==> config.mk <==
export PLATFORM = sky130hd
export DESIGN_NAME = mmu_top
export DESIGN_NICKNAME = d
export VERILOG_FILES = /design/src/hw/mmu_pkg.sv /design/src/hw/mmu_fault_if.sv /design/src/hw/tlb.sv /design/src/hw/mmu_fault_unit.sv /design/src/hw/mmu_top.sv
export VERILOG_INCLUDE_DIRS = /design/src /design/src/include
export SDC_FILE = /design/constraint.sdc
export NUM_CORES = 1
export LEC_CHECK = 0
export ABC_AREA = 1
export ABC_CLOCK_PERIOD_IN_PS = 2690
export BUFFER_PORTS_ARGS = -buffer_cell sky130_fd_sc_hd__buf_4
export CAP_MARGIN = 40
export CORE_ASPECT_RATIO = 1.5
export CORE_MARGIN = 2
export CORE_UTILIZATION = 51
export CTS_BUF_LIST = sky130_fd_sc_hd__clkbuf_16
export DETAILED_ROUTE_END_ITERATION = 8
export PLACE_DENSITY = 0.83
export RECOVER_POWER = 25
export SLEW_MARGIN = 20
export SYNTH_ARGS = -nofsm -noshare
export SYNTH_HDL_FRONTEND = slang
export SYNTH_SLANG_ARGS = --single-unit
==> constraint.sdc <==
create_clock -name clk -period 2.69 [get_ports clk]
set_clock_uncertainty 0.1 [all_clocks]
set_input_delay 0.1345 -clock clk [delete_from_list [all_inputs] [get_ports clk]]
set_output_delay 0.1345 -clock clk [all_outputs]
set_load 0.02 [all_outputs]
==> src/include/mmu_params.svh <==
`ifndef MMU_PARAMS_SVH
`define MMU_PARAMS_SVH

// default number of tlb entries, a power of two.
`define MMU_TLB_ENTRIES 4

// 4 KiB pages.
`define MMU_PAGE_OFFSET_BITS 12

// exception vector codes.
`define MMU_EXC_PAGE_FAULT 3'd0
`define MMU_EXC_PRIV 3'd1

`endif

==> src/hw/mmu_pkg.sv <==
`include "mmu_params.svh"

package mmu_pkg;

    // addresses on both sides of the translation.
    typedef logic [31:0] vaddr_t;
    typedef logic [31:0] paddr_t;

    // page numbers, the address bits above the page offset.
    typedef logic [31-`MMU_PAGE_OFFSET_BITS:0] vpn_t;
    typedef logic [31-`MMU_PAGE_OFFSET_BITS:0] ppn_t;

    // exception code as seen by the trap logic.
    typedef logic [2:0] exc_vector_t;

endpackage

==> src/hw/mmu_fault_if.sv <==
`timescale 1ns/1ns

interface mmu_fault_if import mmu_pkg::*; ();

    // user lookup with no matching entry.
    logic   miss;
    vaddr_t miss_addr;

    // tlb write attempted outside supervisor mode.
    logic   write_denied;
    vaddr_t denied_addr;

    modport reporter (
        output miss,
        output miss_addr,
        output write_denied,
        output denied_addr
    );

    modport collector (
        input miss,
        input miss_addr,
        input write_denied,
        input denied_addr
    );

endinterface

==> src/hw/tlb.sv <==
`timescale 1ns/1ns
`include "mmu_params.svh"

module tlb import mmu_pkg::*; #(
    parameter int num_entries = `MMU_TLB_ENTRIES
) (
    input  logic          clk,
    input  logic          reset,

    // lookup side.
    input  logic          supervisor_mode,
    input  logic          lookup_valid,
    input  vaddr_t        virtual_address,

    // refill side.
    input  logic          write_enable,
    input  vaddr_t        write_virtual_address,
    input  paddr_t        write_physical_address,
    input  logic          flush,

    output paddr_t        physical_address,
    output logic          tlb_hit,

    mmu_fault_if.reporter fault
);

    localparam int ptr_bits = $clog2(num_entries);

    // entry storage.
    vpn_t                   tag [num_entries];
    ppn_t                   frame [num_entries];
    logic [num_entries-1:0] valid;
    logic [ptr_bits-1:0]    replace_ptr;

    vpn_t                   lookup_vpn;
    logic [num_entries-1:0] match;
    logic                   match_any;
    ppn_t                   match_frame;
    logic                   refill;

    assign lookup_vpn = virtual_address[31:`MMU_PAGE_OFFSET_BITS];

    // compare all tags in parallel.
    always_comb begin
        for (int i = 0; i < num_entries; i++) begin
            match[i] = valid[i] && (tag[i] == lookup_vpn);
        end
    end

    assign match_any = |match;

    // ascending scan, so the highest matching index wins.
    always_comb begin
        match_frame = '0;
        for (int i = 0; i < num_entries; i++) begin
            if (match[i]) begin
                match_frame = frame[i];
            end
        end
    end

    // supervisor mode bypasses translation.
    always_comb begin
        if (supervisor_mode) begin
            physical_address = virtual_address;
            tlb_hit          = 1'b1;
        end else if (match_any) begin
            physical_address = {match_frame, virtual_address[`MMU_PAGE_OFFSET_BITS-1:0]};
            tlb_hit          = 1'b1;
        end else begin
            physical_address = '0;
            tlb_hit          = 1'b0;
        end
    end

    // fault reports, one cycle wide, no acknowledge.
    assign fault.miss         = lookup_valid && !supervisor_mode && !match_any;
    assign fault.miss_addr    = virtual_address;
    assign fault.write_denied = write_enable && !supervisor_mode;
    assign fault.denied_addr  = write_virtual_address;

    // flush has priority over a refill in the same cycle.
    assign refill = write_enable && supervisor_mode && !flush;

    always_ff @(posedge clk or posedge reset) begin
        if (reset) begin
            valid       <= '0;
            replace_ptr <= '0;
        end else if (flush) begin
            valid       <= '0;
            replace_ptr <= '0;
        end else if (refill) begin
            valid[replace_ptr] <= 1'b1;
            // wraps naturally, num_entries is a power of two.
            replace_ptr        <= replace_ptr + 1'b1;
        end
    end

    // tags and frames only matter once the valid bit is set.
    always_ff @(posedge clk) begin
        if (refill) begin
            tag[replace_ptr]   <= write_virtual_address[31:`MMU_PAGE_OFFSET_BITS];
            frame[replace_ptr] <= write_physical_address[31:`MMU_PAGE_OFFSET_BITS];
        end
    end

endmodule

==> src/hw/mmu_fault_unit.sv <==
`timescale 1ns/1ns
`include "mmu_params.svh"

module mmu_fault_unit import mmu_pkg::*; (
    input  logic           clk,
    input  logic           reset,
    input  logic           fault_clear,

    mmu_fault_if.collector fault,

    output logic           fault_valid,
    output vaddr_t         fault_addr,
    output exc_vector_t    exception_vector,
    output logic           fault_overrun
);

    logic        new_fault;
    logic        capture;
    logic        overrun_set;
    vaddr_t      capture_addr;
    exc_vector_t capture_vector;

    assign new_fault = fault.miss || fault.write_denied;

    // privilege fault beats a page fault in the same cycle.
    always_comb begin
        if (fault.write_denied) begin
            capture_addr   = fault.denied_addr;
            capture_vector = `MMU_EXC_PRIV;
        end else begin
            capture_addr   = fault.miss_addr;
            capture_vector = `MMU_EXC_PAGE_FAULT;
        end
    end

    // register is free when empty or being cleared this cycle.
    assign capture     = new_fault && (!fault_valid || fault_clear);
    assign overrun_set = new_fault && fault_valid && !fault_clear;

    always_ff @(posedge clk or posedge reset) begin
        if (reset) begin
            fault_valid <= 1'b0;
        end else if (capture) begin
            fault_valid <= 1'b1;
        end else if (fault_clear) begin
            fault_valid <= 1'b0;
        end
    end

    // sticky until software clears it.
    always_ff @(posedge clk or posedge reset) begin
        if (reset) begin
            fault_overrun <= 1'b0;
        end else if (fault_clear) begin
            fault_overrun <= 1'b0;
        end else if (overrun_set) begin
            fault_overrun <= 1'b1;
        end
    end

    // first fault held, later ones dropped.
    always_ff @(posedge clk or posedge reset) begin
        if (reset) begin
            fault_addr       <= '0;
            exception_vector <= '0;
        end else if (capture) begin
            fault_addr       <= capture_addr;
            exception_vector <= capture_vector;
        end
    end

endmodule

==> src/hw/mmu_top.sv <==
`timescale 1ns/1ns

module mmu_top import mmu_pkg::*; (
    input  logic        clk,
    input  logic        reset,

    input  logic        supervisor_mode,
    input  logic        lookup_valid,
    input  vaddr_t      virtual_address,

    input  logic        write_enable,
    input  vaddr_t      write_virtual_address,
    input  paddr_t      write_physical_address,
    input  logic        flush,

    input  logic        fault_clear,

    output paddr_t      physical_address,
    output logic        tlb_hit,

    output logic        fault_valid,
    output vaddr_t      fault_addr,
    output exc_vector_t exception_vector,
    output logic        fault_overrun
);

    // fault reports from the tlb to the capture register.
    mmu_fault_if fault_bus ();

    tlb u_tlb (
        .clk                    (clk),
        .reset                  (reset),
        .supervisor_mode        (supervisor_mode),
        .lookup_valid           (lookup_valid),
        .virtual_address        (virtual_address),
        .write_enable           (write_enable),
        .write_virtual_address  (write_virtual_address),
        .write_physical_address (write_physical_address),
        .flush                  (flush),
        .physical_address       (physical_address),
        .tlb_hit                (tlb_hit),
        .fault                  (fault_bus.reporter)
    );

    mmu_fault_unit u_fault_unit (
        .clk              (clk),
        .reset            (reset),
        .fault_clear      (fault_clear),
        .fault            (fault_bus.collector),
        .fault_valid      (fault_valid),
        .fault_addr       (fault_addr),
        .exception_vector (exception_vector),
        .fault_overrun    (fault_overrun)
    );

endmodule

==> results.json <==
{
  "drv_slew": 0,
  "crit_path_start_kind": "register",
  "timing.final.crit_period_ps": 2858,
  "grt_pass1_wl_um": 49780,
  "root_buffer": "clkbuf_16",
  "wl_per_cell_um": 19.47,
  "area_growth_pct": 35.50,
  "synthFlopType": "edfxtp_1",
  "max-slew-margin-rel_pct": 49.95,
  "r2r_cells": 15,
  "p_leak_nw": 6.299,
  "worstMarginPinSlew_ps": 748.9,
  "final_hold_viol_count": 0,
  "reg2reg_slack_ps": 210,
  "dieArea_sq_um": 21180,
  "yosysSeqAreaShare_pct": 57.13,
  "drtIter0Drc": 864,
  "path_class": "register to output pin",
  "synth_cell_types": 34,
  "grt_max_degree": 46,
  "dp_hpwl_um": 21820,
  "synth_area_sq_um": 10210,
  "worst_slack_ps": -168.2,
  "synth_seq_cells": 201,
  "synth.avg_cell_area_sq_um": 8.456,
  "io_buffers": 158,
  "dp_slack_ps": 149.5,
  "grt_pass1_vias": 9385,
  "fmax_ghz": 0.3499,
  "diodes": 0,
  "dr_total_vias": 9401,
  "min_path_type": "input pin to register",
  "yosys_warnings": 0,
  "cts_inserted_buffers": 20,
  "die_y_um": 177.3,
  "nNetsFinal": 1558,
  "synth-edff-count": 160,
  "final_util_pct": 70.18,
  "cts_tree": "built",
  "n_fill_cell": 1462,
  "drc_errors": 0,
  "status": "finished, violations left",
  "vias_per_cell": 5.450,
  "fp.dieW_um": 119.5,
  "htree_levels": 1,
  "async_flop_share_pct": 20.40,
  "synthCells": 1207,
  "cp-end-kind": "output pin",
  "drtAntennaViolNets": 0,
  "arrival_ps": 2620,
  "p_per_area_nw_per_um2": 550.1,
  "grtUsageTotal_pct": 30.77,
  "irDropWorstVdd_mv": 0.6599,
  "dr.pass1.iters": 5,
  "clock_latency_ps": 500,
  "pin_count": 173,
  "rsz0062_at_grt": "true",
  "required_ps": 2460,
  "post-route-period-util_pct": 106.3,
  "antenna_found_initial": 0,
  "overflow": 0,
  "multiInputGateArea_sq_um": 4035,
  "cts_num_sinks": 201,
  "seq_area_sq_um": 5831,
  "globalplace.congestion": 1.025,
  "violations": "negative setup slack",
  "initial_core_util_pct": 51.79,
  "drive_gt1_share_pct": 20.82,
  "cp_max_fo": 5,
  "routed_wl_um": 33590,
  "maxCapViolCount": 0,
  "setup_viol": 20,
  "cts.clk_slew.worst_paths_ps": 60,
  "hold_depth": 5,
  "cts.path.max_buffers": 3,
  "core_sq_um": 19710,
  "rows": 63
}
-- final timing paths --
check | end | startpoint
max | physical_address[18] | u_tlb.tag[1][2]
max reg2reg | u_fault_unit.fault_overrun | u_tlb.tag[1][16]
min in group asynchronous | u_fault_unit.fault_addr[25] | reset
max in group asynchronous | u_fault_unit.fault_addr[4] | reset
min | u_fault_unit.fault_addr[28] | virtual_address[28]
min reg2reg | u_fault_unit.fault_addr[7] | u_fault_unit.fault_addr[7]
-- worst max-delay path, cell delays in order, from the launching register on --
cell	delay, ps
edfxtp_1	410
xnor2_2	270
nand3_2	140
nor3_4	310
nand3_4	180
buf_6	170
buf_16	140
nand3_2	80
nand3b_1	130
nand3_2	110
nand2_2	60
buf_6	130
-- layout by cell type (no fill, tap or decap), types with 2 or more instances in the layout --
cell | netlist | routed
nor2_4 | 1 | 8
nand2_1 | 432 | 400
nand2_4 | 1 | 4
buf_6 | 4 | 28
edfxtp_1 | 160 | 160
bufinv_16 | 0 | 3
clkinv_1 | 0 | 4
nor2_2 | 1 | 10
buf_12 | 0 | 13
buf_4 | 8 | 118
clkbuf_1 | 25 | 31
xnor2_1 | 8 | 5
clkbuf_16 | 0 | 22
nand3_4 | 0 | 11
buf_16 | 0 | 2
nand3b_1 | 22 | 22
nand2_2 | 1 | 29
ha_1 | 4 | 4
a21boi_0 | 3 | 3
inv_2 | 18 | 18
nor3_2 | 3 | 2
nand3_1 | 90 | 61
nand3_2 | 2 | 20
dlygate4sd3_1 | 0 | 70
inv_1 | 135 | 138
nor2_1 | 142 | 126
o21ai_1 | 2 | 2
nor3_1 | 3 | 2
conb_1 | 1 | 2
nor3_4 | 0 | 2
clkinv_2 | 0 | 2
xnor2_2 | 0 | 3
a21oi_1 | 13 | 12
nand4_1 | 35 | 35
o21ai_0 | 39 | 38
dfrtp_1 | 41 | 41
-- cells in the mapped netlist (2+ instances only) --
cell,number,area share (%)
nand3_1,90,4.4
dfrtp_1,41,10
nand4_1,35,2.1
nor2_1,142,5.2
edfxtp_1,160,47
nand3b_1,22,1.6
buf_2,6,0.29
o21ai_0,39,1.9
a21oi_1,13,0.64
buf_4,8,0.59
nand2_1,432,16
a21boi_0,3,0.22
nor3_1,3,0.15
buf_6,4,0.44
nand3_2,2,0.20
inv_1,135,5.0
ha_1,4,0.49
inv_2,18,0.66
o21ai_1,2,0.098
xnor2_1,8,0.69
clkbuf_1,25,0.92
nor3_2,3,0.29
-- where the power goes --
group,switching [mW],leakage (nW),internal (mW)
Combinational,0.688,4.00,0.457
Sequential,0.0748,1.96,3.50
Clock,1.19,0.337,1.70
-- cell families (layout without fill, tap and decap cells) --
kind of cell               after synthesis  after routing  synth area share [%]
DFF                                    201            201                 57.13
xor gates and xnor gates                 8              8                0.6866
other                                    1              2               0.03674
and+or+nand+nor                        738            738                 30.78
AOI/OAI and AO/OA                       59             59                 3.004
buffers and inverters                  196            453                 7.871
adders and majority gates                4              4                0.4904
-- cell type report --
| cell class | instances | share of cell area (%) |
|---|---|---|
| Clock inverter | 15 | 1.031 |
| Sequential cell | 201 | 42.16 |
| Inverter | 153 | 4.189 |
| Clock buffer | 21 | 3.800 |
| Tap cell | 260 | 2.352 |
| Timing Repair Buffer | 264 | 17.29 |
| Multi-Input combinational cell | 811 | 29.18 |
-- routing by layer --
layer | GRT usage [%] | part of all wire (%) | wire [um]
met1 | 32.66 | 34 | 11370
met2 | 56.95 | 52 | 17570
met3 | 3.544 | 6.3 | 2125
met4 | 20.25 | 7.5 | 2527
met5 | 0 | 0 | 0
-- metrics by stage --
| stage | setup TNS [ps] | hold slack [ps] | area [sq um] | cells | total power [mW] |
|---|---|---|---|---|---|
| floorplan | -14150 | 97.64 | 10210 | 1208 | 4.149 |
| global placement | 0 | 192.5 | 11720 | 1600 | 4.626 |
| detailed placement | 0 | -37.72 | 11740 | 1601 | 4.652 |
| CTS | -329.3 | 38.30 | 13600 | 1721 | 7.598 |
| global route | -4280 | 92.73 | 13830 | 1725 | 7.841 |
| finish | -2440 | 44.73 | 13830 | 1725 | 7.607 |
-- state kept, by name (all words and copies together) (netlist names) --
name and cells:
u_fault_unit.fault_valid 1, u_fault_unit.fault_overrun 1, u_tlb.replace_ptr 2, u_fault_unit.fault_addr 32, u_fault_unit.exception_vector 1, u_tlb.frame 80
u_tlb.tag 80, u_tlb.valid 4
-- what timing repair did --
item                                    4_1_cts  5_1_grt
resized for setup                            70       74
setup buffers                                10        4
hold endpoints to repair                    235        0
cloned                                        4        1
endpoints found under the setup margin       20       54
hold buffers                                 70        0
pin swaps                                    17       27
(Power assumes the default switching activity.)
